## src/verilog/CorePkg.sv

```systemverilog
package CorePkg;

    localparam int DataWidth = 32;
    localparam int RegNmBits = 5;

    localparam int RobDepthDefault = 8;
    localparam int RsDepthDefault = 4;
    localparam int QueueDepthDefault = 4;

    // Tag fields in the shared structs follow the default buffer depth
    localparam int TagBits = $clog2(RobDepthDefault);

    localparam logic [6:0] OpcodeOp = 7'b0110011;
    localparam logic [6:0] OpcodeOpImm = 7'b0010011;

    typedef enum logic [3:0] {
        AluAdd,
        AluSub,
        AluAnd,
        AluOr,
        AluXor,
        AluSlt,
        AluSll,
        AluSrl,
        AluInvalid
    } AluOp;

    typedef struct packed {
        logic [6:0] funct7;
        logic [RegNmBits-1:0] rs2;
        logic [RegNmBits-1:0] rs1;
        logic [2:0] funct3;
        logic [RegNmBits-1:0] rd;
        logic [6:0] opcode;
    } RTypeFields;

    typedef struct packed {
        logic [11:0] imm12;
        logic [RegNmBits-1:0] rs1;
        logic [2:0] funct3;
        logic [RegNmBits-1:0] rd;
        logic [6:0] opcode;
    } ITypeFields;

    typedef union packed {
        RTypeFields r;
        ITypeFields i;
    } InstrWord;

    typedef struct packed {
        logic valid;
        AluOp aluOp;
        logic [RegNmBits-1:0] rs1;
        logic [RegNmBits-1:0] rs2;
        logic [RegNmBits-1:0] rd;
        logic immB;
        logic [DataWidth-1:0] imm;
        logic invalid;
    } DecodedUop;

    // A source operand, either a value or the tag it still waits for
    typedef struct packed {
        logic [DataWidth-1:0] value;
        logic [TagBits-1:0] tag;
        logic avail;
    } Operand;

    typedef struct packed {
        AluOp aluOp;
        Operand opA;
        Operand opB;
        logic [TagBits-1:0] tagDst;
    } IssueUop;

    typedef struct packed {
        logic valid;
        logic [TagBits-1:0] tag;
        logic [DataWidth-1:0] value;
    } ResultBus;

    typedef struct packed {
        logic done;
        logic [DataWidth-1:0] value;
    } RobRead;

    typedef struct packed {
        logic valid;
        logic [RegNmBits-1:0] rd;
        logic [DataWidth-1:0] value;
        logic invalid;
    } CommitPort;

endpackage

```

## src/verilog/RenameTable.sv

```systemverilog
`timescale 1ns/100ps

module RenameTable #(
    parameter int RobDepth = CorePkg::RobDepthDefault,
    localparam int TagW = $clog2(RobDepth)
) (
    input logic clk,
    input logic rst,
    input logic [CorePkg::RegNmBits-1:0] rs1,
    input logic [CorePkg::RegNmBits-1:0] rs2,
    output CorePkg::Operand lookupA,
    output CorePkg::Operand lookupB,
    input logic wrEn,
    input logic [CorePkg::RegNmBits-1:0] wrRd,
    input logic [TagW-1:0] wrTag,
    input CorePkg::CommitPort commit,
    input logic [TagW-1:0] commitTag
);
    import CorePkg::*;

    localparam int NumRegs = 2 ** RegNmBits;

    logic [DataWidth-1:0] values [NumRegs];
    logic [TagW-1:0] tags [NumRegs];
    logic [NumRegs-1:0] avail;

    // Register 0 is never written, so it keeps reading 0 and available
    always_comb begin
        lookupA.value = values[rs1];
        lookupA.tag = tags[rs1];
        lookupA.avail = avail[rs1];
        lookupB.value = values[rs2];
        lookupB.tag = tags[rs2];
        lookupB.avail = avail[rs2];
    end

    always_ff @(posedge clk) begin
        if (rst) begin
            for (int r = 0; r < NumRegs; r++) begin
                values[r] <= '0;
                tags[r] <= '0;
            end
            avail <= '1;
        end else begin
            if (commit.valid && commit.rd != '0) begin
                values[commit.rd] <= commit.value;
                // A younger producer of the same register keeps it pending
                if (tags[commit.rd] == commitTag) avail[commit.rd] <= 1'b1;
            end
            // Dispatch comes last so it wins over a commit to the same register
            if (wrEn && wrRd != '0) begin
                avail[wrRd] <= 1'b0;
                tags[wrRd] <= wrTag;
            end
        end
    end

endmodule

```

## config.mk

```make
export PLATFORM = sky130hd
export DESIGN_NAME = RenameTable
export DESIGN_NICKNAME = d
export VERILOG_FILES = /design/src/verilog/CorePkg.sv /design/src/verilog/RenameTable.sv
export SDC_FILE = /design/constraint.sdc
export NUM_CORES = 2
export LEC_CHECK = 0
export BUFFER_PORTS_ARGS = -buffer_cell sky130_fd_sc_hd__buf_2
export CORE_MARGIN = 3
export CORE_UTILIZATION = 35
export DETAILED_ROUTE_END_ITERATION = 10
export GPL_TIMING_DRIVEN = 1
export PLACE_DENSITY_LB_ADDON = 0.05
export SYNTH_ARGS = -nofsm -noshare
export SYNTH_HDL_FRONTEND = slang
export SYNTH_SLANG_ARGS = --single-unit
```

## constraint.sdc

```tcl
create_clock -name clk -period 5.2 [get_ports clk]
set_clock_uncertainty 0.1 [all_clocks]
set_input_delay 1.04 -clock clk [delete_from_list [all_inputs] [get_ports clk]]
set_output_delay 1.04 -clock clk [all_outputs]
set_load 0.01 [all_outputs]
```

# [Word-level counts from Yosys, hierarchy flattened]
# Memories as Yosys holds them, arrays and structs flattened.
# Index checks and enable logic that the tools add are counted.
[op_classes] order_cmp=6 n_eq_ne=1 n_mux=26 bitwise=3 reduce_logical=8
[op_table] op="$mux W32" count=5
[op_table] op="$and A32 B32 Y32" count=1
[op_table] op="$not A32 Y32" count=1
[op_table] op="$or A32 B32 Y32" count=1
[op_table] op="$reduce_or A32 Y1" count=1
[op_table] op="$lt A5 B6 Y1 const B" count=4
[op_table] op="$mux W1" count=14
[op_table] op="$bmux W1 S5" count=2
[op_table] op="$demux W1 S5" count=2
[op_table] op="$ge A5 B1 Y1 const B" count=2
[op_table] op="$mux W5" count=2
[op_table] op="$reduce_bool A5 Y1" count=2
[op_table] op="$logic_and A1 B1 Y1" count=4
[op_table] op="$eq A3 B3 Y1" count=1
[op_table] op="$mux W3" count=1
[op_table] op="$reduce_or A3 Y1" count=1
[totals] ff_bits=32 ramBits=1120 output_inout_bits=72 wordCells=47 mem_count=2
[mem_list] memory="values" words=32 width=32 rd=2 rd_clocked_by_memory_dff=0 wr=32 line="RenameTable.sv:23" text="logic [DataWidth-1:0] values [NumRegs];"
[mem_list] memory="tags" words=32 width=3 rd=3 rd_clocked_by_memory_dff=0 wr=32 line="RenameTable.sv:24" text="logic [TagW-1:0] tags [NumRegs];"

# [Logic depth before layout (Yosys ltp)]
[depth] depth_word=10 mapped_depth=11

# [Worst setup path after synthesis]
# No wires, ideal clock.
[synth_timing] path_kind="input to output" start="input rs2[1] (netlist bit)" end="output lookupB[15] (netlist bit)" arrival_ns=3.053 path_slack_ns=1.007 path_stages=6 path_buffers=3 path_cell_list="clkbuf_1 -> clkbuf_1 -> buf_1 -> mux4_2 -> mux4_2 -> mux2_2"
[synth_lines] item="from (decl)" line="RenameTable.sv:10" text="input logic [CorePkg::RegNmBits-1:0] rs2,"
[synth_lines] item="to (decl)" line="RenameTable.sv:12" text="output CorePkg::Operand lookupB,"

==> flow_summary.ini <==
[drt]
vias_per_cell = 5.89
num_vias = 37400
drt_pre_antenna_iters = 5
drt-total-wl_mm = 235
drtAntennaViolNets = 0
drt_iter0_markers = 4196
route.detailed.drc = 0
wl_per_cell_um = 37.0

[global_routing]
grt_pass1_wl_mm = 325
grt_antenna_before_repair = 25
grt.overflow.total = 0
first_global_vias = 39400
track_usage_pct = 25.6
grt_max_degree = 63

[floorplan]
die_width_um = 428
die_area_um2 = 184000
pin_count = 135
rows = 154
initial_core_util_pct = 35.3
core-area_um2 = 177000
die_y_um = 428

[critical_path]
crit_family = multiplexers
worst_path_max_delay_cell = mux4_2
worst_setup_path_end_kind = output port
cp.required_ns = 4.06
path_buf_inv = 3
slowest_delay_ns = 0.56
arrival_ns = 3.50
crit_chain = buf_8 -> buf_12 -> mux4_2 -> mux4_2 -> mux2_2 -> buf_2
path_class = input pin to output port
critPathLaunchType = input pin
path_common_cell = mux4_2
crit_path_max_fanout = 40

[logic_synthesis]
synth_most_common_cell = edfxtp_1
synth_edf_count = 1120
synthSimpleGateAreaFrac_pct = 12.8
yosysSeqAreaShare_pct = 54.9
yosysTopAreaCell = edfxtp_1
synth_compound_area_share_pct = 1.47
synth_mux_area_share_pct = 28.1
synth.ff_latch_count = 1152
synth_xor_area_share_pct = 0.0421
postSynthAreaPerCell_um2 = 16.3
synth_ff_type = edfxtp_1
ys_top_cells_by_area = edfxtp_1 (54%), mux4_2 (26%), and2_1 (10%)
synth_common_cells = edfxtp_1 (1120), and2_1 (1047), mux4_2 (723), clkbuf_1 (337)
syn_area_um2 = 62400
netlist.area_leader.share_pct = 53.9
async_reset_ff_share_pct = 0
synth_fa_ha_area_share_pct = 0
synth_cell_types = 50
yosysWarnings = 0
synth_top_family_by_area = multiplexers
synthCells = 3829

[finish]
fin_area_um2 = 71600
layout-drive-gt1-share_pct = 35.5
layout.nets = 3957
fin_util_pct = 40.5
synthToLayoutAreaGrowth_pct = 14.7

[timing]
max_freq_mhz = 215
min_period_ns = 4.64
hold_viol = 0
report.final.slew_viol_count = 0
slew_headroom_pct = 14.8
fin_tns_setup_ns = 0
setup_violations = 0
worst_pin_slew_ns = 1.27
rsz0062_at_grt = no
period_share_pct = 89.3

[place]
postPlaceCellArea_um2 = 67200
gp_congestion = 0.807
port_buffers = 133
place_hpwl_mm = 142

[cts]
cts_sinks = 1152
cts_buffer_depth = 3
cts-hold-fix-buffers = 0
insertion_delay_ns = 0.78
h-tree-depth = 4
cts_setup_buffers = 0
ctsRootBufferMaster = clkbuf_16
clk_pin_slew_ns = 0.05
cts_tree = yes
cts_resized = 0
numCtsBuffers = 142

[outcome]
status = finished clean

[power]
ir_worst_vdd_uv = 347
power_density_nw_per_um2 = 329
p_leak_nw = 24.0

[run]
maxCapViolCount = 0

[worst_hold_path]
hp-class = flip-flop to flip-flop
==> metal layers <==
layer	vias to the layer above	wire, um	GRT usage [%]
li1	15100	-	-
met1	20500	96900	34.1
met2	1475	116000	42.9
met3	369	13400	3.58
met4	2	8650	9.01
met5	-	13	0
==> layout make-up <==
type | instances | area [um^2]
Multi-Input combinational cell | 2286 | 27100
Sequential cell | 1152 | 34300
Timing Repair Buffer | 311 | 2900
Clock inverter | 70 | 606
Clock buffer | 180 | 3780
Fill cell | 15800 | 105000
Antenna cell | 14 | 35.0
Tap cell | 2340 | 2930
Inverter | 1 | 3.75
==> kinds of logic after synthesis <==
kind of cell / count (synthesis)
muxes: 834
other: 1
buffers and inverters: 425
AOI/OAI and AO/OA: 106
xor gates and xnor gates: 3
and+or+nand+nor: 1308
DFF: 1152
==> cell usage in the layout, fill, tap and decap left out, types with 4 or more instances in the layout <==
master,Yosys,layout
edfxtp_1,1120,1120
and2_1,1047,1047
mux4_2,723,723
clkbuf_16,0,146
buf_2,54,122
buf_4,4,116
mux2_2,72,72
buf_12,0,66
nor2_1,72,46
and3_1,46,46
mux2i_1,37,37
or2_2,35,35
conb_1,1,35
clkbuf_1,337,34
dfxtp_1,32,32
o22ai_1,29,29
or3_1,28,28
clkinv_1,0,28
nor2_4,0,26
o21bai_4,0,24
o31ai_2,24,24
clkinv_2,0,19
nand2_1,18,18
diode_2,0,14
nand2b_1,11,11
o21ai_0,10,10
nor2b_1,7,7
bufinv_16,0,7
nand3b_1,6,6
nand3_1,6,6
o32ai_2,6,6
nor3_2,0,5
clkinv_8,0,5
inv_6,0,5
nor3_1,9,4
nor4_1,4,4
o21bai_1,28,4
clkinvlp_4,0,4
buf_8,0,4
==> path summary, 6_finish.rpt <==
path                   start     endpoint  slack, ns  depth (start not counted)
hold reg to reg     avail[0]     avail[0]       0.40                          1
setup / recovery      rs1[0]  lookupA[31]       0.56                          6
hold / removal      avail[0]     avail[0]       0.40                          1
setup reg to reg  tags[6][0]     avail[2]       1.94                          7
==> through the flow <==
step	instances	setup slack (ns)	power, mW	hold WS (ns)
floorplan	3863	1.01	12.9	0.331
global placement	6090	0.521	14.2	0.341
detailed placement	6090	0.517	14.3	0.382
CTS	6340	0.514	23.8	0.393
global route	6342	0.514	24.3	0.411
finish	6354	0.557	23.6	0.398
==> power breakdown <==
part	internal, mW	leakage, nW	switching, mW
registers	10.7	10.9	0.263
clock network	5.49	2.13	4.04
logic	1.38	10.9	1.70
total	17.6	24.0	6.00
==> registers in the layout, indices dropped and copies added (netlist names) <==
register,count
avail,32
values,1024
tags,96
Note: power is estimated with default switching activity, not from simulation.
