===== config.mk =====
export PLATFORM = sky130hd
export DESIGN_NAME = ReservationStation
export DESIGN_NICKNAME = d
export VERILOG_FILES = /design/src/verilog/CorePkg.sv /design/src/verilog/ReservationStation.sv
export SDC_FILE = /design/constraint.sdc
export NUM_CORES = 1
export LEC_CHECK = 0
export ABC_AREA = 0
export BUFFER_PORTS_ARGS = -buffer_cell sky130_fd_sc_hd__buf_2
export CORE_AREA = 2 2 194 196
export DETAILED_ROUTE_END_ITERATION = 8
export DIE_AREA = 0 0 196 198
export PLACE_DENSITY_LB_ADDON = 0.08
export SYNTH_ARGS = -nofsm -noshare
export SYNTH_HDL_FRONTEND = slang
export SYNTH_SLANG_ARGS = --single-unit

===== constraint.sdc =====
create_clock -name clk -period 15.2 [get_ports clk]
set_input_delay 1.52 -clock clk [delete_from_list [all_inputs] [get_ports clk]]
set_output_delay 1.52 -clock clk [all_outputs]
set_load 0.03 [all_outputs]

===== src/verilog/CorePkg.sv =====
package CorePkg;

    localparam int DataWidth = 32;
    localparam int RegNmBits = 5;

    localparam int RobDepthDefault = 8;
    localparam int RsDepthDefault = 4;
    localparam int QueueDepthDefault = 4;

    // Tag fields in the shared structs follow the default buffer depth
    localparam int TagBits = $clog2(RobDepthDefault);

    localparam logic [6:0] OpcodeOp = 7'b0110011;
    localparam logic [6:0] OpcodeOpImm = 7'b0010011;

    typedef enum logic [3:0] {
        AluAdd,
        AluSub,
        AluAnd,
        AluOr,
        AluXor,
        AluSlt,
        AluSll,
        AluSrl,
        AluInvalid
    } AluOp;

    typedef struct packed {
        logic [6:0] funct7;
        logic [RegNmBits-1:0] rs2;
        logic [RegNmBits-1:0] rs1;
        logic [2:0] funct3;
        logic [RegNmBits-1:0] rd;
        logic [6:0] opcode;
    } RTypeFields;

    typedef struct packed {
        logic [11:0] imm12;
        logic [RegNmBits-1:0] rs1;
        logic [2:0] funct3;
        logic [RegNmBits-1:0] rd;
        logic [6:0] opcode;
    } ITypeFields;

    typedef union packed {
        RTypeFields r;
        ITypeFields i;
    } InstrWord;

    typedef struct packed {
        logic valid;
        AluOp aluOp;
        logic [RegNmBits-1:0] rs1;
        logic [RegNmBits-1:0] rs2;
        logic [RegNmBits-1:0] rd;
        logic immB;
        logic [DataWidth-1:0] imm;
        logic invalid;
    } DecodedUop;

    // A source operand, either a value or the tag it still waits for
    typedef struct packed {
        logic [DataWidth-1:0] value;
        logic [TagBits-1:0] tag;
        logic avail;
    } Operand;

    typedef struct packed {
        AluOp aluOp;
        Operand opA;
        Operand opB;
        logic [TagBits-1:0] tagDst;
    } IssueUop;

    typedef struct packed {
        logic valid;
        logic [TagBits-1:0] tag;
        logic [DataWidth-1:0] value;
    } ResultBus;

    typedef struct packed {
        logic done;
        logic [DataWidth-1:0] value;
    } RobRead;

    typedef struct packed {
        logic valid;
        logic [RegNmBits-1:0] rd;
        logic [DataWidth-1:0] value;
        logic invalid;
    } CommitPort;

endpackage


===== src/verilog/ReservationStation.sv =====
`timescale 1ns/100ps

module ReservationStation #(
    parameter int RsDepth = CorePkg::RsDepthDefault,
    parameter int RobDepth = CorePkg::RobDepthDefault
) (
    input logic clk,
    input logic rst,
    input logic insert,
    input CorePkg::IssueUop insUop,
    input CorePkg::ResultBus result,
    output logic full,
    output logic issueValid,
    output CorePkg::IssueUop issueUop
);
    import CorePkg::*;

    localparam int TagW = $clog2(RobDepth);
    localparam int IdxW = (RsDepth > 1) ? $clog2(RsDepth) : 1;
    localparam int CountW = $clog2(RsDepth + 1);

    IssueUop entries [RsDepth];
    logic [RsDepth-1:0] valid;
    // Age is the number of older entries still waiting
    logic [IdxW-1:0] age [RsDepth];
    logic [IdxW-1:0] issueIdx;
    logic [IdxW-1:0] freeIdx;
    logic [CountW-1:0] validCount;
    IssueUop insWoken;

    function automatic Operand wake(input Operand op, input ResultBus res);
        Operand woken;
        woken = op;
        if (!op.avail && res.valid && TagW'(op.tag) == TagW'(res.tag)) begin
            woken.value = res.value;
            woken.avail = 1'b1;
        end
        return woken;
    endfunction

    assign full = &valid;
    assign issueUop = entries[issueIdx];

    always_comb begin
        issueValid = 1'b0;
        issueIdx = '0;
        freeIdx = '0;
        validCount = '0;
        for (int i = RsDepth - 1; i >= 0; i--) begin
            if (!valid[i]) freeIdx = IdxW'(i);
            validCount = validCount + CountW'(valid[i]);
        end
        for (int i = 0; i < RsDepth; i++) begin
            if (valid[i] && entries[i].opA.avail && entries[i].opB.avail &&
                (!issueValid || age[i] < age[issueIdx])) begin
                issueValid = 1'b1;
                issueIdx = IdxW'(i);
            end
        end
    end

    always_comb begin
        insWoken = insUop;
        insWoken.opA = wake(insUop.opA, result);
        insWoken.opB = wake(insUop.opB, result);
    end

    always_ff @(posedge clk) begin
        if (rst) begin
            valid <= '0;
            for (int i = 0; i < RsDepth; i++) age[i] <= '0;
        end else begin
            for (int i = 0; i < RsDepth; i++) begin
                if (issueValid && issueIdx == IdxW'(i)) begin
                    valid[i] <= 1'b0;
                end else if (valid[i] && issueValid && age[i] > age[issueIdx]) begin
                    age[i] <= age[i] - 1'b1;
                end
            end
            if (insert) begin
                valid[freeIdx] <= 1'b1;
                age[freeIdx] <= IdxW'(validCount - CountW'(issueValid));
            end
        end
    end

    always_ff @(posedge clk) begin
        for (int i = 0; i < RsDepth; i++) begin
            entries[i].opA <= wake(entries[i].opA, result);
            entries[i].opB <= wake(entries[i].opB, result);
        end
        if (insert) entries[freeIdx] <= insWoken;
    end

endmodule


Word-level counts from Yosys, hierarchy flattened
Memory sizes are Yosys's and may differ from the RTL's. Cells that the tools add are included.

Register bits: 4. Bits in writable memories: 324. Output and inout port bits: 81. Word-level logic and storage cells: 168. Memories: 2.

Add/sub/neg operators: 8. Magnitude comparators: 9. Equal/unequal tests: 13. Muxes and demuxes: 68. Bitwise operators: 5. Reductions and logical operators: 62.

Memories: entries (depth 4, bits a word 79, read ports 5, clocked after Yosys merged registers in 0, write ports 5, line ReservationStation.sv:22) `IssueUop entries [RsDepth];`; age (depth 4, bits a word 2, read ports 7, clocked after Yosys merged registers in 0, write ports 5, line ReservationStation.sv:25) `logic [IdxW-1:0] age [RsDepth];`.

Operator list (number): $mux 32 (10); $mux 1 (46); $logic_and 1x1->1 (44); $eq 3x3->1 (10); $mux 2 (10); $logic_not 1->1 (13); $gt 2x2->1 (4); $sub 2x1->2 const B (4); $lt 2x2->1 (3); $add 2x1->2 (2); $eq 2x2->1 const B (2); $mux 4 (1); $or 1x1->1 (4); $or 4x4->4 (1); $reduce_and 4->1 (1); $logic_or 1x1->1 (3); $lt 2x3->1 const B (1); $add 1x1->2 (1); $demux 1 s2 (1); $eq 2x1->1 const B (1); $ge 2x1->1 const B (1); $logic_not 2->1 (1); $sub 2x1->2 (1).

Logic depth before layout (Yosys ltp)
An unclocked memory read counts as a cell.

Depth in word-level cells: 26. Mapped depth: 25. Mapped depth without buffers: 24.

Worst setup path after synthesis
No wires, ideal clock.

Path kind: reg2out. Start: mem age[1][1] in the netlist's numbering. End: out issueUop[48] in the netlist's numbering. Arrival time: 4.479 ns. Required time: 13.680 ns. Slack: 9.201 ns. Cell stages (with the launch flop): 22. Buffers on the path: 4. Path through: edfxtp_1 -> ha_1 -> a21oi_1 -> o21ai_1 -> mux2i_1 -> ha_1 -> nor2_1 -> a21oi_1 -> o22ai_1 -> buf_2 -> nand2_1 -> o21a_1 -> ha_1 -> nor2_1 -> a31oi_1 -> nor2_1 -> a21o_1 -> buf_4 -> nor3_1 -> buf_2 -> buf_4 -> a221o_1.

RTL lines: from (decl) (line ReservationStation.sv:25); to (decl) (line ReservationStation.sv:14) `output CorePkg::IssueUop issueUop`.

==> impl_metrics.csv <==
group,metric,value,unit
yosys,synth_nets,1332,
timing,slew_violations,0,
route,dr.pass1.iters,5,
timing,max_freq,0.1100,GHz
floorplan,start_util,0.4413,
yosys,synth_cell_types,47,
place,finalWeightedCongestion,0.7981,
yosys,syn-mean-instance-area,13.56,µm²
grt,track_usage,0.2379,
final_layout,design_area,0.01904,mm²
final_layout,final_layout_size_suffix_gt1_frac,0.3917,
critical_path,cp_max_fo,54,
place,dp.cells,1813,
grt,first_global_vias,11097,
timing,fin_tns_setup,0,ns
final_layout,instances_no_fill,1881,
critical_path,worstSetupEndpointType,"output pin",
route,via_per_inst,5.931,
flow_run,cap_viol_max_count,0,
critical_path,crit_required,13.68,ns
power,ir_drop,0.07085,mV
critical_path,worstPathArrival,7.57,ns
grt,antenna_found_initial,8,
cts,cts_setup_buffers,0,
status,status,"complete, no violations",
grt,grt_pass1_wl,69.58,mm
cts,cts-buffers-inserted,37,
grt,overflow,0,
grt,grt_max_degree,60,
power,p_leak,6.737,nW
floorplan,ioPinCount,199,
timing,relSlewSlack,0.2583,
worst_hold_path,hp-class,"reg -> reg",
floorplan,die_y,198,µm
timing,skew,0.009953,ns
route,drt_iter0_drc,849,
route,dr_total_vias,11156,
route,avgRoutedWirePerCell,24.74,µm
final_layout,layout_commonest_cell,"edfxtp_1",
critical_path,cp-start-kind,"flip-flop",
timing,rsz0062_at_grt,"false",
floorplan,die_x,196,µm
cts,clockRootBuffer,"clkbuf_16",
cts,cts.sinks,328,
place,dpl.hpwl,27.55,mm
yosys,syn_inst,1203,
yosys,ys.warnings.count,0,
floorplan,num_rows,71,
timing,worstMarginPinSlew,1.112,ns
yosys,synth_top_family_by_area,"multiplexers",
timing,final.min_clock_period,9.089,ns
yosys,synthFlopType,"edfxtp_1",
timing,setup_ws,6.111,ns
floorplan,core-area,0.03696,mm²
timing,final-hold-violation-count,0,
cts,cts.path.max_buffers,3,
place,port_buffers,198,
final_layout,area_growth_syn_to_layout,16.75,%
yosys,synthArstFlopShare,0,
timing,setup_viol,0,
yosys,synth-seq-area-share,0.5966,
cts,ctsResizeCount,0,
place,placed_area,0.01789,mm²
route,drc,0,
cts,cts.htree.levels,2,
yosys,synth_edf_count,316,
yosys,yosys_register_bits,328,
route,drt_wl_total,46.53,mm
cts,cts_tree,"yes",
floorplan,die_area,0.03881,mm²
yosys,netlist_area,0.01631,mm²
yosys,synth_fa_ha_area_frac,0.008900,
final_layout,final_cell_mix,"edfxtp_1 (316), mux2_2 (253), buf_2 (198)",
timing,period_share,0.5980,
yosys,yosys.area_share.simple,0.07212,
final_layout,final_nets,1507,
cts,clk_pin_slew,0.06,ns
place,dp_slack,6.635,ns
cts,worst_skew_pair.late_latency,0.52,ns
cts,hold_buffers,0,
power,pwr_density_cell,120.8,mW/mm²
yosys,synth_xor_area_frac,0.01934,
yosys,synth_mux_area_frac,0.1774,
timing,worst_hold_slack,0.5195,ns
critical_path,path_class,"reg -> out",
route,ant_nets,0,
yosys,synth_compound_area_frac,0.09806,
==> layer usage <==
metal	vias up	wire length, µm	global-route usage
met1	5592	20350	0.3269
met3	87	3241	0.04957
li1	5066	-	-
met2	401	21850	0.3838
met5	-	61	0
met4	10	1027	0.06678
==> registers in the layout (all words and copies together), names as in the netlist <==
register	count
valid	4
age	8
entries	316
==> power by group <==
| group | switching [mW] | internal (mW) |
|---|---|---|
| Combinational | 0.232 | 0.137 |
| Clock | 0.357 | 0.498 |
| Sequential | 0.0223 | 1.05 |
| Total | 0.611 | 1.69 |
==> area by class of cell <==
cell class | instances | area, µm²
inverters | 16 | 60.06
fillers | 3218 | 17920
clock buffers | 48 | 998.5
repair buffers | 223 | 1179
diodes | 3 | 7.507
clock inverters | 17 | 146.4
multi-input cells | 772 | 6325
well taps | 474 | 593.1
flip-flops and latches | 328 | 9729
==> cell usage after synthesis (3+ instances only) <==
master | number | area share
edfxtp_1 | 316 | 0.58
mux2_2 | 253 | 0.17
nand2_1 | 94 | 0.022
a21oi_1 | 93 | 0.029
nand3_1 | 84 | 0.026
a221o_1 | 77 | 0.047
buf_2 | 38 | 0.012
clkbuf_1 | 35 | 0.0081
nor2_1 | 29 | 0.0067
xor2_1 | 24 | 0.013
inv_1 | 13 | 0.0030
dfxtp_1 | 12 | 0.015
xnor2_1 | 12 | 0.0064
buf_1 | 10 | 0.0023
ha_1 | 10 | 0.0077
nand3b_1 | 10 | 0.0046
o31ai_1 | 10 | 0.0046
or3_1 | 9 | 0.0035
nor3_1 | 8 | 0.0025
o21ai_0 | 8 | 0.0025
nand2b_1 | 6 | 0.0023
buf_4 | 4 | 0.0018
o22ai_1 | 4 | 0.0015
clkinv_1 | 3 | 0.00069
mux2_1 | 3 | 0.0021
o2111ai_1 | 3 | 0.0016
o211ai_1 | 3 | 0.0014
o21ai_1 | 3 | 0.00092
o32ai_1 | 3 | 0.0016
==> metrics by stage <==
stage	total power, mW	util
final	2.299	0.5152
after global routing	2.386	0.5152
after CTS	2.320	0.5150
after detailed placement	1.464	0.4840
after global placement	1.461	0.4840
after floorplan	1.333	-
==> cell families after synthesis <==
logic type	after synthesis
adder cells (fa/ha/maj)	11
buffers and inverters	103
AND/OR/NAND/NOR	251
AO/OA/AOI/OAI	217
multiplexers	257
flip-flops	328
XOR/XNOR	36
==> final timing paths <==
check	endpoint	cells after the start	slack (ns)	startpoint
worst min-delay path	entries[3][3]	2	0.52	entries[3][3]
worst min register to register	entries[3][3]	2	0.52	entries[3][3]
worst max-delay path	issueUop[43]	20	6.11	age[1][1]
worst max register to register	age[2][1]	22	8.14	age[1][1]
==> worst max-delay path: stages (launching register included) <==
cell and delay (ns):
edfxtp_1 0.49, ha_1 0.35, a21oi_1 0.10, o21ai_4 0.73, mux2i_1 0.30, ha_1 0.27
inv_1 0.08, o311ai_0 0.27, o22ai_4 0.77, nand2_1 0.22, o21a_1 0.23, ha_1 0.30
nor2_1 0.10, a31oi_1 0.05, nor2_1 0.41, a21o_4 0.53, buf_4 0.66, nor3_2 0.12
buf_4 0.34, a221o_1 0.43, buf_2 0.20
No activity file was read; power rests on OpenSTA's default activity.
