--- src/verilog/CorePkg.sv ---
package CorePkg;

    localparam int DataWidth = 32;
    localparam int RegNmBits = 5;

    localparam int RobDepthDefault = 8;
    localparam int RsDepthDefault = 4;
    localparam int QueueDepthDefault = 4;

    // Tag fields in the shared structs follow the default buffer depth
    localparam int TagBits = $clog2(RobDepthDefault);

    localparam logic [6:0] OpcodeOp = 7'b0110011;
    localparam logic [6:0] OpcodeOpImm = 7'b0010011;

    typedef enum logic [3:0] {
        AluAdd,
        AluSub,
        AluAnd,
        AluOr,
        AluXor,
        AluSlt,
        AluSll,
        AluSrl,
        AluInvalid
    } AluOp;

    typedef struct packed {
        logic [6:0] funct7;
        logic [RegNmBits-1:0] rs2;
        logic [RegNmBits-1:0] rs1;
        logic [2:0] funct3;
        logic [RegNmBits-1:0] rd;
        logic [6:0] opcode;
    } RTypeFields;

    typedef struct packed {
        logic [11:0] imm12;
        logic [RegNmBits-1:0] rs1;
        logic [2:0] funct3;
        logic [RegNmBits-1:0] rd;
        logic [6:0] opcode;
    } ITypeFields;

    typedef union packed {
        RTypeFields r;
        ITypeFields i;
    } InstrWord;

    typedef struct packed {
        logic valid;
        AluOp aluOp;
        logic [RegNmBits-1:0] rs1;
        logic [RegNmBits-1:0] rs2;
        logic [RegNmBits-1:0] rd;
        logic immB;
        logic [DataWidth-1:0] imm;
        logic invalid;
    } DecodedUop;

    // A source operand, either a value or the tag it still waits for
    typedef struct packed {
        logic [DataWidth-1:0] value;
        logic [TagBits-1:0] tag;
        logic avail;
    } Operand;

    typedef struct packed {
        AluOp aluOp;
        Operand opA;
        Operand opB;
        logic [TagBits-1:0] tagDst;
    } IssueUop;

    typedef struct packed {
        logic valid;
        logic [TagBits-1:0] tag;
        logic [DataWidth-1:0] value;
    } ResultBus;

    typedef struct packed {
        logic done;
        logic [DataWidth-1:0] value;
    } RobRead;

    typedef struct packed {
        logic valid;
        logic [RegNmBits-1:0] rd;
        logic [DataWidth-1:0] value;
        logic invalid;
    } CommitPort;

endpackage

--- src/verilog/ReorderBuffer.sv ---
`timescale 1ns/100ps

module ReorderBuffer #(
    parameter int RobDepth = CorePkg::RobDepthDefault,
    localparam int TagW = $clog2(RobDepth)
) (
    input logic clk,
    input logic rst,
    input logic alloc,
    input logic [CorePkg::RegNmBits-1:0] allocRd,
    input logic allocInvalid,
    output logic [TagW-1:0] allocTag,
    output logic full,
    input CorePkg::ResultBus result,
    input logic [TagW-1:0] readTagA,
    input logic [TagW-1:0] readTagB,
    output CorePkg::RobRead readA,
    output CorePkg::RobRead readB,
    output CorePkg::CommitPort commit,
    output logic [TagW-1:0] commitTag
);
    import CorePkg::*;

    logic [TagW-1:0] headPtr;
    logic [TagW-1:0] tailPtr;
    logic [TagW:0] count;
    logic [RobDepth-1:0] done;
    logic [RobDepth-1:0] invalidQ;
    logic [RegNmBits-1:0] rdQ [RobDepth];
    logic [DataWidth-1:0] valueQ [RobDepth];
    logic doCommit;
    logic [TagW-1:0] resTag;

    // The slot index doubles as the tag, so the depth is a power of two
    assign allocTag = tailPtr;
    assign commitTag = headPtr;
    assign full = count == (TagW + 1)'(RobDepth);
    assign resTag = TagW'(result.tag);

    assign doCommit = count != '0 && done[headPtr];

    always_comb begin
        commit.valid = doCommit;
        commit.rd = rdQ[headPtr];
        commit.value = valueQ[headPtr];
        commit.invalid = invalidQ[headPtr];
    end

    // done is cleared at commit, so it only holds for live slots
    always_comb begin
        readA.done = done[readTagA];
        readA.value = valueQ[readTagA];
        readB.done = done[readTagB];
        readB.value = valueQ[readTagB];
    end

    always_ff @(posedge clk) begin
        if (rst) begin
            headPtr <= '0;
            tailPtr <= '0;
            count <= '0;
            done <= '0;
        end else begin
            if (result.valid) done[resTag] <= 1'b1;
            if (doCommit) begin
                done[headPtr] <= 1'b0;
                headPtr <= headPtr + 1'b1;
            end
            // Invalid words have nothing to wait for
            if (alloc) begin
                done[tailPtr] <= allocInvalid;
                tailPtr <= tailPtr + 1'b1;
            end
            count <= count + (TagW + 1)'(alloc) - (TagW + 1)'(doCommit);
        end
    end

    always_ff @(posedge clk) begin
        if (result.valid) valueQ[resTag] <= result.value;
        if (alloc) begin
            rdQ[tailPtr] <= allocRd;
            invalidQ[tailPtr] <= allocInvalid;
            valueQ[tailPtr] <= '0;
        end
    end

endmodule

--- config.mk ---
export PLATFORM = sky130hd
export DESIGN_NAME = ReorderBuffer
export DESIGN_NICKNAME = d
export VERILOG_FILES = /design/src/verilog/CorePkg.sv /design/src/verilog/ReorderBuffer.sv
export SDC_FILE = /design/constraint.sdc
export NUM_CORES = 1
export LEC_CHECK = 0
export BUFFER_PORTS_ARGS = -buffer_cell sky130_fd_sc_hd__buf_2
export CORE_AREA = 2 2 134 234
export CTS_BUF_LIST = sky130_fd_sc_hd__clkbuf_8
export DETAILED_ROUTE_END_ITERATION = 8
export DIE_AREA = 0 0 136 236
export PLACE_DENSITY = 0.8
export RECOVER_POWER = 50
export REMOVE_ABC_BUFFERS = 1
export SLEW_MARGIN = 40
export SYNTH_ARGS = -nofsm -noshare
export SYNTH_HDL_FRONTEND = slang
export SYNTH_SLANG_ARGS = --single-unit
--- constraint.sdc ---
create_clock -name clk -period 6.9 [get_ports clk]
set_input_delay 0.69 -clock clk [delete_from_list [all_inputs] [get_ports clk]]
set_output_delay 0.69 -clock clk [all_outputs]
set_load 0.01 [all_outputs]
# Word-level counts from Yosys, hierarchy flattened
# Memories as Yosys holds them, arrays and structs flattened. A register that Yosys moved wholly into a read port is not among the register bits.
# Cells that the tools add are included.
classes:
  n_div: 0
  n_bitwise: 3
  muxes: 29
  magnitude_cmp: 8
  n_eq_ne: 1
  addsub: 4
  mul: 0
  reduce_logical: 5
  shifts: 0
ops:
  columns: ["op", "count"]
  rows:
  - ["2-to-1 mux 8 bit", 5]
  - ["less-than comparator 3 x 4 -> 1 bit, second input constant", 5]
  - ["bitwise mux 8 bit", 2]
  - ["binary-select mux 1 bit (select 3 bit)", 4]
  - ["2-to-1 mux 3 bit", 4]
  - ["2-to-1 mux 1 bit", 11]
  - ["demux 1 bit (select 3 bit)", 3]
  - [">= comparator 3 x 1 -> 1 bit, second input constant", 3]
  - ["bitwise AND 8 bit", 1]
  - ["NOT 8 bit", 1]
  - ["OR 8 bit", 1]
  - ["adder 3 x 1 -> 3 bit, second input constant", 2]
  - ["adder 4 x 1 -> 4 bit", 1]
  - ["equality test 4 bit, second input constant", 1]
  - ["logical AND 1 bit", 4]
  - ["nonzero test 4 bit", 1]
  - ["subtractor 4 x 1 -> 4 bit", 1]
word_totals:
  n_memories: 2
  mem_bits_ro: 0
  ff_bits: 26
  ram_bits: 296
  output_inout_bits: 112
  latch_bits: 0
  wordCells: 57
memory_table:
  columns: ["memory", "words", "width", "rd", "rd_ports_with_merged_regs", "wr", "line_no", "source"]
  rows:
  - ["valueQ", 8, 32, 3, 1, 2, "ReorderBuffer.sv:30", "logic [DataWidth-1:0] valueQ [RobDepth];"]
  - ["rdQ", 8, 5, 1, 1, 1, "ReorderBuffer.sv:29", "logic [RegNmBits-1:0] rdQ [RobDepth];"]

# Depth between registers and ports, before layout
logic_depth:
  depth_word: 12
  mapped_depth: 12
  mapped_depth_nobuf: 10

# Worst setup path before layout
# Ideal clock, no wire load.
synth_timing:
  path_type: "input-to-output"
  start: "in readTagA[1]"
  end: "out readA[19] (netlist bit)"
  t_required_ns: 6.210
  path_slack_ns: 4.108
  t_arrival_ns: 2.102
  stages: 4
  path_buffers: 2
  cell_sequence: "buf_2 -> buf_2 -> mux4_2 -> mux2_2"
synth_lines:
  columns: ["element", "line_no", "source"]
  rows:
  - ["start: declaration", "ReorderBuffer.sv:15", "input logic [TagW-1:0] readTagA,"]
  - ["end: declaration", "ReorderBuffer.sv:17", "output CorePkg::RobRead readA,"]

==> impl_metrics.yaml <==
run_status:
  run_status: "finished with violations"
  violations: "capacitance limit, slew limit"
clock_tree:
  post_cts.repair.setup_buffers: 0
  clock_tree.buffer_depth: 3
  clock_tree.root_cell: "sky130_fd_sc_hd__clkbuf_8"
  cts.hold.buffers_added: 0
  clock_latency_ps: 610
  cts-buffers-inserted: 46
  gates_resized_cts_repair: 0
  cts_tree: "yes"
  cts.clk_slew.worst_paths_ps: 80
  clock_sinks: 325
  ctsHtreeMaxLevel: 2
yosys:
  synth_top_area_share_pct: 31.0
  ffs_w_async_s_r_synth_pct: 0
  synthesis.yosys.warnings: 0
  mappedNetlistArea_um2: 17900
  yosysSeqAreaShare_pct: 39.1
  most_common_flop_cell_mapped_by_yosys: "sky130_fd_sc_hd__dfxtp_1"
  post_synth_main_area_contributors: "sky130_fd_sc_hd__dfxtp_1, sky130_fd_sc_hd__mux4_2, sky130_fd_sc_hd__nand2_1"
  synth-seq-cells: 325
  synth_area_per_cell_um2: 10.4
  post_synth_most_frequent_cells: "sky130_fd_sc_hd__nand2_1, sky130_fd_sc_hd__dfxtp_1, sky130_fd_sc_hd__a21oi_1, sky130_fd_sc_hd__mux4_2, sky130_fd_sc_hd__mux2_2"
  cell_accounting_for_the_most_synthesized_area: "sky130_fd_sc_hd__dfxtp_1"
  synthCells: 1716
  yosys.cell_count.top_type: "sky130_fd_sc_hd__nand2_1"
  synth_edf_count: 48
  yosysUniqueCellTypes: 42
power_and_ir_drop:
  seqPwrFrac_pct: 45.8
  p_sw_share_pct: 30.3
  p_sw_w: 0.00169
  power.leakage_nw: 7.47
  vdd.ir_drop.worst_uv: 180
  p_int_w: 0.00389
  p_clk_share_pct: 30.6
  comb_power_share_pct: 23.6
  power-per-cell-area_nw_per_um2: 284
critical_path:
  crit_type: "flip-flop to output pin"
  critPathSlowestCell: "sky130_fd_sc_hd__mux4_2"
  critical_path.n_buffers_inverters: 3
  worst_setup_path_end_kind: "output pin"
  critPathTopFamily: "buffers and inverters"
  worstPathMaxFanout: 32
  timing.critical_path.cells: "buf_12, buf_4, mux4_2, mux2_2, buf_2"
  timing.critical_path.arrival_ps: 3040
  cp_required_ps: 6210
  start_kind: "flip-flop"
  timing.critical_path.slowest_cell_delay_ps: 580
floorplan:
  core_region_area_um2: 30400
  die_area_um2: 32100
  initial_core_utilization_pct: 58.8
  ios: 163
  die_w_um: 136
  die_h_um: 236
  placementRows: 85
placed_design:
  postPlaceCellArea_um2: 18700
  global_placer_s_final_weighted_congestion: 0.870
  dp.cells: 2107
  placement.io_buffers: 162
  dp_hpwl_um: 33200
grt:
  grt.total_usage_pct: 34.3
  antenna_found_initial: 6
  grt_max_degree: 45
  grt_pass1_wl_um: 83600
  grt_pass1_vias: 15713
  total_congestion_overflow_after_global_routing: 0
route:
  dr.pass1.iters: 8
  route.final.wire_length_um: 55300
  vias: 15061
  drtIter0Drc: 1775
  number_of_routed_nets_with_antenna_violations: 0
  post_drt_via_cell_ratio: 6.86
  drc: 0
  drt-wirelength-per-cell_um: 25.2
layout:
  layout-drive-gt1-share_pct: 32.2
  final_area_um2: 19600
  final_cell_count_no_fill: 2194
  area_delta_synth_final_pct: 9.73
  design.final.nets: 1824
timing:
  slew_violations: 361
  worstMarginPinSlew_ps: 3220
  fin_crit_ps: 3730
  ratio_of_final_minimum_period_to_clock_period_pct: 54.0
  relSlewSlack_pct: -114
  finalClockSkew_ps: 25.6
  fmaxAchievable_mhz: 268
  finalHoldViolCount: 0
  unrepaired_setup_endpoints_after_global_routing: "no"
  setup_viol: 0
  setup_tns_ps: 0
run:
  maxCapViolCount: 9
worst_hold_path:
  min-delay-path-class: "input port to flip-flop"
[flip-flops by register name, indices dropped and copies added (netlist names), named ones only]
signal / flops
count: 4
rdQ: 40
allocTag: 3
commitTag: 3
invalidQ: 8
valueQ: 256
done: 8
[layout by cell type (no fill, tap or decap), drive strengths merged, types with 5 or more instances in the layout]
cell type    n
clkinv      11
ha           7
mux4       208
mux2       113
edfxtp      48
nor2        20
a22o        10
bufinv       6
o211ai       5
inv         14
dfxtp      277
nand2      518
nor3b        5
nor3        11
nor2b       13
buf        169
clkbuf      71
a21oi      257
[routing by layer]
| metal | track usage [%] | wire, um |
|---|---|---|
| met5 | 0 | 32 |
| met3 | 6.88 | 5640 |
| met2 | 57.7 | 27600 |
| met1 | 36.7 | 17100 |
| met4 | 27.2 | 4940 |
[stage by stage]
stage / setup slack, ps / power, W / hold slack [ps] / util [%]
after global routing: 3090 / 0.00576 / 411 / 64.5
final: 3170 / 0.00558 / 398 / 64.5
after CTS: 2980 / 0.00555 / 344 / 64.7
after global placement: 3330 / 0.00378 / 460 / 61.2
after floorplan: 2670 / 0.00337 / 453 / -
after detailed placement: 3280 / 0.00387 / 472 / 61.3
[path summary, 6_finish.rpt]
path | start | to | slack [ps] | cells past startpoint
max | flip-flop | commit[7] | 3170 | 5
min | result[12] | valueQ[2][12] | 400 | 3
max reg2reg | allocTag[0] | done[1] | 3210 | 4
min reg2reg | valueQ[1][14] | valueQ[1][14] | 480 | 2
[area by class of cell]
class / count / area, um^2
multi-input combinational: 1204 / 10100
inverter: 3 / 11.3
fill: 2373 / 10800
clock inverter: 28 / 272
tap: 391 / 489
clock buffer: 55 / 757
antenna: 3 / 7.51
sequential: 325 / 7000
timing repair buffer: 185 / 975
[power groups by stage]
stage | sequential [W] | combinational [W] | clock, W
finish | 0.00255 | 0.00132 | 0.00171
detailed placement | 0.00257 | 0.00130 | 0
CTS | 0.00253 | 0.00131 | 0.00171
floorplan | 0.00246 | 0.000911 | 0
global placement | 0.00254 | 0.00125 | 0
global route | 0.00257 | 0.00141 | 0.00178
[worst register-to-register path: stages, from the launching register on]
cell and delay (ps):
sky130_fd_sc_hd__dfxtp_1 610, sky130_fd_sc_hd__nor3b_1 260, sky130_fd_sc_hd__clkbuf_1 2300, sky130_fd_sc_hd__nor3_1 110, sky130_fd_sc_hd__a22o_1 300
[cell families (layout without fill, tap and decap cells)]
kind of cell	Yosys count	after routing	share of synthesized area, %
AO/OA/AOI/OAI	278	278	8.11
other	0	3	0
flip-flops	325	325	39.1
XOR/XNOR	4	4	0.196
multiplexers	324	324	33.5
adder cells (fa/ha/maj)	8	8	0.602
buffers and inverters	187	271	5.09
AND/OR/NAND/NOR	590	590	13.4
Note: power is estimated with default switching activity, not from simulation.
