--- src/verilog/CorePkg.sv ---
package CorePkg;

    localparam int DataWidth = 32;
    localparam int RegNmBits = 5;

    localparam int RobDepthDefault = 8;
    localparam int RsDepthDefault = 4;
    localparam int QueueDepthDefault = 4;

    // Tag fields in the shared structs follow the default buffer depth
    localparam int TagBits = $clog2(RobDepthDefault);

    localparam logic [6:0] OpcodeOp = 7'b0110011;
    localparam logic [6:0] OpcodeOpImm = 7'b0010011;

    typedef enum logic [3:0] {
        AluAdd,
        AluSub,
        AluAnd,
        AluOr,
        AluXor,
        AluSlt,
        AluSll,
        AluSrl,
        AluInvalid
    } AluOp;

    typedef struct packed {
        logic [6:0] funct7;
        logic [RegNmBits-1:0] rs2;
        logic [RegNmBits-1:0] rs1;
        logic [2:0] funct3;
        logic [RegNmBits-1:0] rd;
        logic [6:0] opcode;
    } RTypeFields;

    typedef struct packed {
        logic [11:0] imm12;
        logic [RegNmBits-1:0] rs1;
        logic [2:0] funct3;
        logic [RegNmBits-1:0] rd;
        logic [6:0] opcode;
    } ITypeFields;

    typedef union packed {
        RTypeFields r;
        ITypeFields i;
    } InstrWord;

    typedef struct packed {
        logic valid;
        AluOp aluOp;
        logic [RegNmBits-1:0] rs1;
        logic [RegNmBits-1:0] rs2;
        logic [RegNmBits-1:0] rd;
        logic immB;
        logic [DataWidth-1:0] imm;
        logic invalid;
    } DecodedUop;

    // A source operand, either a value or the tag it still waits for
    typedef struct packed {
        logic [DataWidth-1:0] value;
        logic [TagBits-1:0] tag;
        logic avail;
    } Operand;

    typedef struct packed {
        AluOp aluOp;
        Operand opA;
        Operand opB;
        logic [TagBits-1:0] tagDst;
    } IssueUop;

    typedef struct packed {
        logic valid;
        logic [TagBits-1:0] tag;
        logic [DataWidth-1:0] value;
    } ResultBus;

    typedef struct packed {
        logic done;
        logic [DataWidth-1:0] value;
    } RobRead;

    typedef struct packed {
        logic valid;
        logic [RegNmBits-1:0] rd;
        logic [DataWidth-1:0] value;
        logic invalid;
    } CommitPort;

endpackage

--- src/verilog/InstrDecoder.sv ---
`timescale 1ns/100ps

module InstrDecoder #(
    parameter int QueueDepth = CorePkg::QueueDepthDefault
) (
    input logic clk,
    input logic rst,
    input logic instrValid,
    input CorePkg::InstrWord instr,
    input logic pop,
    output CorePkg::DecodedUop head,
    output logic creditReturn
);
    import CorePkg::*;

    localparam int PtrW = (QueueDepth > 1) ? $clog2(QueueDepth) : 1;
    localparam int CountW = $clog2(QueueDepth + 1);

    InstrWord queue [QueueDepth];
    logic [PtrW-1:0] wrPtr;
    logic [PtrW-1:0] rdPtr;
    logic [CountW-1:0] count;
    InstrWord word;

    function automatic logic [PtrW-1:0] nextPtr(input logic [PtrW-1:0] ptr);
        return (ptr == PtrW'(QueueDepth - 1)) ? '0 : ptr + 1'b1;
    endfunction

    // Operations shared by the register and immediate forms
    function automatic AluOp commonOp(input logic [2:0] funct3);
        case (funct3)
            3'b000: return AluAdd;
            3'b111: return AluAnd;
            3'b110: return AluOr;
            3'b100: return AluXor;
            3'b010: return AluSlt;
            default: return AluInvalid;
        endcase
    endfunction

    // Each credit leaves with the instruction that used it
    assign creditReturn = pop;

    always_ff @(posedge clk) begin
        if (rst) begin
            wrPtr <= '0;
            rdPtr <= '0;
            count <= '0;
        end else begin
            if (instrValid) wrPtr <= nextPtr(wrPtr);
            if (pop) rdPtr <= nextPtr(rdPtr);
            count <= count + CountW'(instrValid) - CountW'(pop);
        end
    end

    always_ff @(posedge clk) begin
        if (instrValid) queue[wrPtr] <= instr;
    end

    always_comb begin
        word = queue[rdPtr];
        head = '0;
        head.valid = count != '0;
        head.aluOp = AluInvalid;
        case (word.r.opcode)
            OpcodeOp: begin
                head.rs1 = word.r.rs1;
                head.rs2 = word.r.rs2;
                head.rd = word.r.rd;
                if (word.r.funct7 == 7'h00) begin
                    case (word.r.funct3)
                        3'b001: head.aluOp = AluSll;
                        3'b101: head.aluOp = AluSrl;
                        default: head.aluOp = commonOp(word.r.funct3);
                    endcase
                end else if (word.r.funct7 == 7'h20 && word.r.funct3 == 3'b000) begin
                    head.aluOp = AluSub;
                end
            end
            OpcodeOpImm: begin
                head.rs1 = word.i.rs1;
                head.rd = word.i.rd;
                head.immB = 1'b1;
                head.imm = {{(DataWidth - 12){word.i.imm12[11]}}, word.i.imm12};
                head.aluOp = commonOp(word.i.funct3);
            end
            default: ;
        endcase
        head.invalid = head.aluOp == AluInvalid;
        // An invalid word names no registers at all
        if (head.invalid) begin
            head.rs1 = '0;
            head.rs2 = '0;
            head.rd = '0;
        end
    end

endmodule

--- config.mk ---
export PLATFORM = sky130hd
export DESIGN_NAME = InstrDecoder
export DESIGN_NICKNAME = d
export VERILOG_FILES = /design/src/verilog/CorePkg.sv /design/src/verilog/InstrDecoder.sv
export SDC_FILE = /design/constraint.sdc
export NUM_CORES = 1
export LEC_CHECK = 0
export ABC_CLOCK_PERIOD_IN_PS = 4700
export BUFFER_PORTS_ARGS = -buffer_cell sky130_fd_sc_hd__buf_4
export CORE_MARGIN = 3
export CORE_UTILIZATION = 40
export CTS_CLUSTER_DIAMETER = 60
export CTS_CLUSTER_SIZE = 28
export DETAILED_ROUTE_END_ITERATION = 8
export HOLD_SLACK_MARGIN = 0.05
export PLACE_DENSITY = 0.71
export REMOVE_ABC_BUFFERS = 1
export SLEW_MARGIN = 30
export SYNTH_ARGS = -nofsm -noshare
export SYNTH_HDL_FRONTEND = slang
export SYNTH_SLANG_ARGS = --single-unit
--- constraint.sdc ---
create_clock -name clk -period 4.7 [get_ports clk]
set_input_delay 0.235 -clock clk [delete_from_list [all_inputs] [get_ports clk]]
set_output_delay 0.235 -clock clk [all_outputs]
set_load 0.05 [all_outputs]
# After elaboration in Yosys (flattened, before gate mapping)
# Memories as Yosys holds them, arrays and structs flattened. A register that Yosys moved wholly into a read port is not among the register bits.
# Cells that the tools add are included.
# W data, S select, Z words.
# classes
addsub,4
n_reduce_logical,5
muxes,15
eq_ne,12
# ops
op,count
$mux W33,1
$pmux W4 S5,1
$pmux W9 S2,1
$mux W15,1
$eq A7 B6 Y1 const B,2
$eq A3 B3 Y1 const B,4
$mux W5,2
$mux W2,4
$mux W4,2
$pmux W4 S2,1
$eq A7 B5 Y1 const B,1
$logic_not A7 Y1,1
$add A2 B1 Y2 const B,2
$eq A2 B2 Y1 const B,2
$eq A4 B4 Y1 const B,1
$add A3 B1 Y3,1
$eq A3 B1 Y1 const B,1
$eq A3 B2 Y1 const B,1
$logic_not A3 Y1,1
$reduce_bool A3 Y1,1
$sub A3 B1 Y3,1
$mux W1,2
$reduce_or A2 Y1,1
$logic_and A1 B1 Y1,1
# word_totals
reg_bits,7
output_inout_bits,55
inputBits,36
memories,1
ram_bits,128
# memory_table
memory,words,word_bits,rd,rd_ports_with_merged_regs,write_ports,line_no,rtl
queue,4,32,1,1,1,InstrDecoder.sv:19,InstrWord queue [QueueDepth];

# Depth between registers and ports, before layout
# Gate-level depths: netlist of run 1.
# depth
ltp_word,7
depth_mapped,9

# Worst setup path before layout of run 1
# No wires, ideal clock.
# synth_timing
path_type,reg2out
start,register with a tool-made name
end,output port head[39] (netlist bit)
path_stages_with_launch,8
t_required_ns,4.465
setup_slack_ns,1.510
path_buffers,2
arrival_ns,2.955
path_cell_list,dfxtp_1 > buf_6 > buf_12 > mux4_2 > or3_4 > nand2_1 > nand4_1 > nor3b_1
# synth_lines
element,line_no,rtl
end: declaration,InstrDecoder.sv:11,"output CorePkg::DecodedUop head,"

==> impl_results.md, run 1 <==
- Clk slew on worst S/H paths: 0.06 ns
- CTS Buffer Depth: 2
- Max frequency: 0.2772 GHz
- Floorplan core area: between 0.01 and 0.015 mm^2
- Final Slew Violations: 0
- Fin nets: 473
- Crit-path slowest cell: mux4_1
- Mux share of post-synthesis cell area: 11.33%
- CP max FO: 32
- CP Cell Sequence: mux4_1, inv_1, nand3_1, nand2_1, nor3_1, buf_4
- Post-cts repair resize count: 0
- Number of global-route vias before repair: between 3000 and 4000
- WL/cell: roughly 18 um
- Die ar.: 0.01563 mm^2
- Total number of vias: 3078
- Pwr/cell area: 426.6 mW/mm^2
- Synth Area per Inst: 18.05 um^2
- Post-Synth Adder-Cell Area: under 10%
- EDFF count, synth: roughly 130
- Commonest non-fill, non-tap cell in the layout: edfxtp_1
- Critical Path RT: 4.47 ns
- Largest net degree at the start of global routing: 33
- Post-CTS setup buffer count: 0
- DRT iter0 DRCs: between 150 and 200
- Final setup vio count: 0
- Layout cells sized above 1: 35.75%
- Post-synthesis compound-gate area fraction: 1.788%
- Final min period: between 3 and 4 ns
- # rows: 42
- Async SR Flop Fraction: 0%
- Seq/Total Area, Yosys: 71.01%
- Ys flop type: edfxtp_1
- Worst Setup End Kind: primary output
- Clk_lat worst skew: between 0.4 and 0.5 ns
- GRT Residual Overflow: 0
- Remaining DRCs: 0
- First-pass GRT wire length: 17.80 mm
- WS Path Type: reg2out
- Global Route met3 Usage: 4.392%
- Detail Placement HPWL: around 7.2 mm
- Post-Syn Instances: 314
- Area Overhead vs Synth: 29.70%
- Final wirelength: 11.37 mm
- Max-cap violations: 0
- Initial Util: 41.80%
- CTS Buf Count: 17
- Die W: 125.0 um
- Worst Skew: 0.004495 ns
- Util after Layout: 54.21%
- Yosys cell types: 45
- Unrepaired setup endpoints after global routing: no
- Least-Margin Pin Slew: roughly 0.66 ns
- Status: complete, no violations
- CTS tree: done
- Layout fillers: between 1000 and 1500
- Worst min path class: in2reg
- Maximum VDD drop: 0.0003666 V
- 1st-pass router iterations: 4
- Relative slew slack: between 50% and 60%
- Buffers on Ports: 90
- # IOs: 91
- Top cells by area, synth: edfxtp_1, mux4_2, mux4_1, dfxtp_1, buf_4
- Worst hold stages: 3
- Global routing usage on met2: between 20% and 30%
- Leakage: 0.002738 uW
- # H-tree levels: 4
- Worst Reg-to-Reg Cells: 9
- Final Hold Vio Count: 0
- CTS Hold Bufs: 33
- Yosys top cell area share: 67.83%
- Synthesized area: 0.005667 mm^2
- Cell taking the most area after synthesis: edfxtp_1
- Most frequent cells in the layout: edfxtp_1, buf_4, dlygate4sd3_1
- Clk sinks: 137
- CP startpoint kind: flop
- Diode count: 0
- Yosys Warn Count: 0
- Die height: about 130 um
- All-layer global routing usage: 15.01%
- Clk root buf: clkbuf_16
- #FFs+latches synth: 137
- Post-route ant nets: 0
- Via density per instance: around 5.0
- WP data arrival: around 3.4 ns
- Final period utilization: 76.74%
- Initial antenna violation count: 0
- Max stage delay on crit path: approximately 0.78 ns
- Placer Congestion: 0.7109
- GRT met1 Usage: 18.41%
- Simple-gate share of the synthesized area: 8.832%
- Largest family of logic cells by synthesized area: multiplexers
- Final worst slack: between 1 and 1.5 ns
- GR peak layer: met2
- XOR/XNOR Fraction of Synth Area: 0.3091%
- Post-placement setup slack: between 1 and 1.5 ns
[registers in the layout, indices dropped and copies added (netlist names), named ones only]
signal,flops
count,3
queue,128
wrPtr,2
rdPtr,2
[metal layers]
| metal | part of all wire, % | routed length [um] |
|---|---|---|
| met5 | 0 | 0 |
| met4 | 1.4 | 156 |
| met3 | 5.1 | 584 |
| met2 | 52 | 5954 |
| met1 | 41 | 4674 |
[cell families (layout without fill, tap and decap cells)]
| logic type | count (synthesis) | after routing |
|---|---|---|
| and+or+nand+nor | 85 | 85 |
| adders and majority gates | 8 | 8 |
| muxes | 29 | 29 |
| AOI/OAI and AO/OA | 12 | 12 |
| DFF | 137 | 137 |
| xor gates and xnor gates | 2 | 2 |
| buffers and inverters | 41 | 169 |
[cells in the mapped netlist, types with 2 or more instances]
cell and count:
nand3b_1 2, nand2_1 14, buf_6 3, mux2i_1 3, ha_1 7, nor2b_1 2, nand2b_1 2, or3b_1 2
nand3_1 2, mux4_1 7, and3_1 13, edfxtp_1 128, nand4_1 2, nor4_1 3, nor3_1 13, clkbuf_1 6
nor2_1 12, buf_2 2, mux4_2 19, a21oi_1 4, buf_4 21, nand3_2 2, and2_1 4, inv_1 8
dfxtp_1 9, nor3b_1 5
[stage by stage]
stage / setup TNS, ns / power [uW] / cells / hold WS (ns) / instance area [um^2]
floorplan: -103.38 / 1632 / 281 / 0.3017 / 5423
global placement: 0 / 1727 / 552 / 0.4347 / 6357
detailed placement: 0 / 1741 / 552 / 0.4379 / 6360
CTS: 0 / 3167 / 617 / 0.1136 / 7330
global route: 0 / 3249 / 618 / 0.1359 / 7350
finish: 0 / 3136 / 618 / 0.1338 / 7350
[final timing paths]
path	startpoint	slack, ns	end
worst max-delay path	flop	1.09	head[44]
worst min-delay path	instrValid	0.13	wrPtr[1]
worst max register to register	count[0]	2.99	count[2]
worst min register to register	rdPtr[1]	0.55	flop
[power breakdown]
group / leakage, uW / internal, uW / switching [uW]
combinational: 0.00117 / 135 / 166
clock: 0.000313 / 929 / 472
sequential: 0.00125 / 1400 / 33.8
[critical path: cells and delay by family (launching register included)]
kind	cells	cell delay, ns
muxes	1	0.78
buffers and inverters	2	0.62
and+or+nand+nor	3	0.81
DFF	1	0.73
[cell type report]
| class | count | area [um^2] | share of cell area [%] |
|---|---|---|---|
| Inverter | 8 | 30.03 | 0.4086 |
| Sequential cell | 137 | 4029 | 54.82 |
| Clock buffer | 21 | 470.5 | 6.401 |
| Timing Repair Buffer | 129 | 1055 | 14.35 |
| Tap cell | 176 | 220.2 | 2.996 |
| Clock inverter | 11 | 168.9 | 2.298 |
| Multi-Input combinational cell | 136 | 1376 | 18.73 |
No activity file was read; power rests on OpenSTA's default activity.
==> run 2: changes to the inputs <==
Settings changed: ABC_CLOCK_PERIOD_IN_PS 4700 to 3200, PLACE_DENSITY 0.71 to 0.73.
Clock period 4.7 ns to 3.2 ns, I/O delays scaled along.
==> impl_results.md, run 2 (synthesized netlist as in run 1, its figures left out) <==
- Final Hold Vio Count: 0 (unchanged)
- Via density per instance: 5.062 (was 4.981)
- Initial Util: 41.80% (unchanged)
- Logic pwr share: 10.8% (was 9.6%)
- Commonest non-fill, non-tap cell in the layout: edfxtp_1 (unchanged)
- Detail Placement HPWL: 7.149 mm (was 7.194 mm)
- Final min period: around 3 ns
- Relative slew slack: 58.73% (was 55.49%)
- Final Slew Violations: 0 (unchanged)
- Final wirelength: 11.29 mm (was 11.37 mm)
- Util after Layout: 54.21% (unchanged)
- Crit-path slowest cell: or4b_1 (was mux4_1)
- Layout cells sized above 1: 37.17% (was 35.75%)
- # IOs: 91 (unchanged)
- Max reg flops: 128 (unchanged)
- Clk slew on worst S/H paths: 0.06 ns (about the same)
- Maximum VDD drop: 0.0003154 V (was 0.0003666 V)
- Number of global-route vias before repair: 3363 (was 3320)
- WL/cell: 17.98 um (was 18.40 um)
- Internal power: 3316 uW (was 2464 uW)
- Top reg by flops: queue (unchanged)
- Fin nets: 483 (was 473)
- Diode count: 0 (unchanged)
- Worst Skew: 0.008002 ns (was 0.004495 ns)
- WS Path Type: reg2out (unchanged)
- Post-route insts no fill: 628 (was 618)
- Worst min path class: in2reg (unchanged)
- Initial antenna violation count: 0 (unchanged)
- 1st-pass router iterations: 4 (unchanged)
- All-layer global routing usage: 14.72% (was 15.01%)
- Area Overhead vs Synth: 29.70% (unchanged)
- Clk root buf: clkbuf_16 (unchanged)
- First-pass GRT wire length: 17.71 mm (was 17.80 mm)
- Hold Path Origin: pop (was instrValid)
- CTS tree: done (unchanged)
- CP Cell Sequence: or4b_1, nor4_2, o32ai_2, nor4_4, buf_4, or3b_1, buf_4 (was mux4_1, inv_1, nand3_1, nand2_1, nor3_1, buf_4)
- Max frequency: ~0.33 GHz
- Worst reg2reg path startpoint: wrPtr[0] (was count[0])
- DP Area: 0.006410 mm^2 (was 0.006360 mm^2)
- Die ar.: 0.01563 mm^2 (unchanged)
- Proportion of power drawn by flip-flops and latches: 48.6% (was 45.7%)
- Remaining DRCs: 0 (unchanged)
- Inst Count DP: 559 (was 552)
- Pwr/cell area: 587.2 mW/mm^2 (was 426.6 mW/mm^2)
- Placer Congestion: 0.7393 (was 0.7109)
- Buffers on Ports: 90 (unchanged)
- Die W: 125.0 um (unchanged)
- Floorplan core area: 0.01356 mm^2 (unchanged)
- Die height: 125.0 um (unchanged)
- CP max FO: 17 (was 32)
- Clk sinks: 137 (unchanged)
- Crit path launch: queue[2][2]
- # rows: 42 (unchanged)
- Final period utilization: between 90% and 100%
- WP data arrival: 2.91 ns (was 3.37 ns)
- Status: complete, no violations (unchanged)
- Critical Path RT: 3.04 ns (was 4.47 ns)
- Post-route cell area: 0.007350 mm^2 (unchanged)
- Worst Setup End Kind: primary output (unchanged)
- Total number of vias: 3179 (was 3078)
- Setup TNS: 0 ns (unchanged)
- Sw Ratio: 23.16% (was 21.40%)
- Cell mode on critical path: buf_4
- Biggest regs: queue x128, count x3 (unchanged)
- CP startpoint kind: flop (unchanged)
- DRT iter0 DRCs: 196 (was 187)
- Switch Pwr: 999.6 uW (was 671.1 uW)
- Least-Margin Pin Slew: 0.6110 ns (was 0.6626 ns)
- Post-route ant nets: 0 (unchanged)
- CTS Buffer Depth: 2 (unchanged)
- Max-cap violations: 0 (unchanged)
- GRT Residual Overflow: 0 (unchanged)
- CTS Buf Count: 17 (unchanged)
- Leakage: 0.002742 uW (was 0.002738 uW)
- Clk pwr share: 40.6% (was 44.7%)
- Clk_lat worst skew: 0.41 ns (about the same)
- Final setup vio count: 0 (unchanged)
- Largest net degree at the start of global routing: 33 (unchanged)
- Most frequent cells in the layout: edfxtp_1, buf_4, dlygate4sd3_1 (unchanged)
- Max stage delay on crit path: 0.58 ns (was 0.78 ns)
- # H-tree levels: 4 (unchanged)
==> run 2: cell count changes in the layout (fill, tap and decap cells not counted), sizes merged <==
cell | before | now
buf | 96 | 105
clkinv | 6 | 11
clkbuf | 21 | 17
bufinv | 4 | 1
clkinvlp | 1 | 3
dlygate4sd3 | 33 | 34
==> run 2: power by group through the flow <==
stage	combinational, uW	clock [uW]	sequential, uW
4_1_cts	467	1780	2100
2_1_floorplan	266	0	2130
3_5_place_dp	428	0	2130
6_report	467	1750	2100
3_3_place_gp	415	0	2130
5_1_grt	508	1860	2100
==> run 2: worst max-delay path: cells and delay by family, from the launching register on <==
family | cells | cell delay, ns
compound gates | 1 | 0.23
buf+inv | 2 | 0.46
flops | 1 | 0.34
simple gates | 4 | 1.47
==> run 2: final timing paths <==
check | cells after the start | to | slack, ns
hold reg to reg | 2 | wrPtr[1] | 0.55
hold / removal | 3 | rdPtr[1] | 0.14
setup reg to reg | 3 | queue[3][7] | 1.48
setup / recovery | 7 | head[0] | 0.13
==> run 2: cell type report <==
cell class                      instances  area [um^2]
Timing Repair Buffer                  139         1129
Inverter                                8        30.03
Tap cell                              176        220.2
Multi-Input combinational cell        136         1405
Clock buffer                           17        425.4
Clock inverter                         15        111.4
Sequential cell                       137         4029
Fill cell                            1102         6208
==> run 2: timing repair <==
action                     in CTS  in global routing
hold endpoints to repair      137                  0
gates cloned                    0                  0
setup buffers                   0                  3
hold buffers                   34                  0
setup endpoints to repair      17                 16
gates resized for setup         4                  3
==> run 2: stage by stage <==
step	worst slack, ns	power (uW)	hold WS [ns]
after global placement	0.4010	2542	0.3598
after global routing	-0.03611	4468	0.1529
after detailed placement	0.3643	2561	0.3619
after CTS	0.003753	4342	0.1360
after floorplan	-6.348	2397	0.2267
final	0.1265	4316	0.1374
==> run 2: layer usage <==
metal / vias up / part of all wire [%] / global-route usage, %
met5: - / 0 / 0
met4: 0 / 1.7 / 6.441
met1: 1584 / 41 / 17.73
li1: 1472 / - / -
met2: 108 / 51 / 24.68
met3: 15 / 6.5 / 4.392
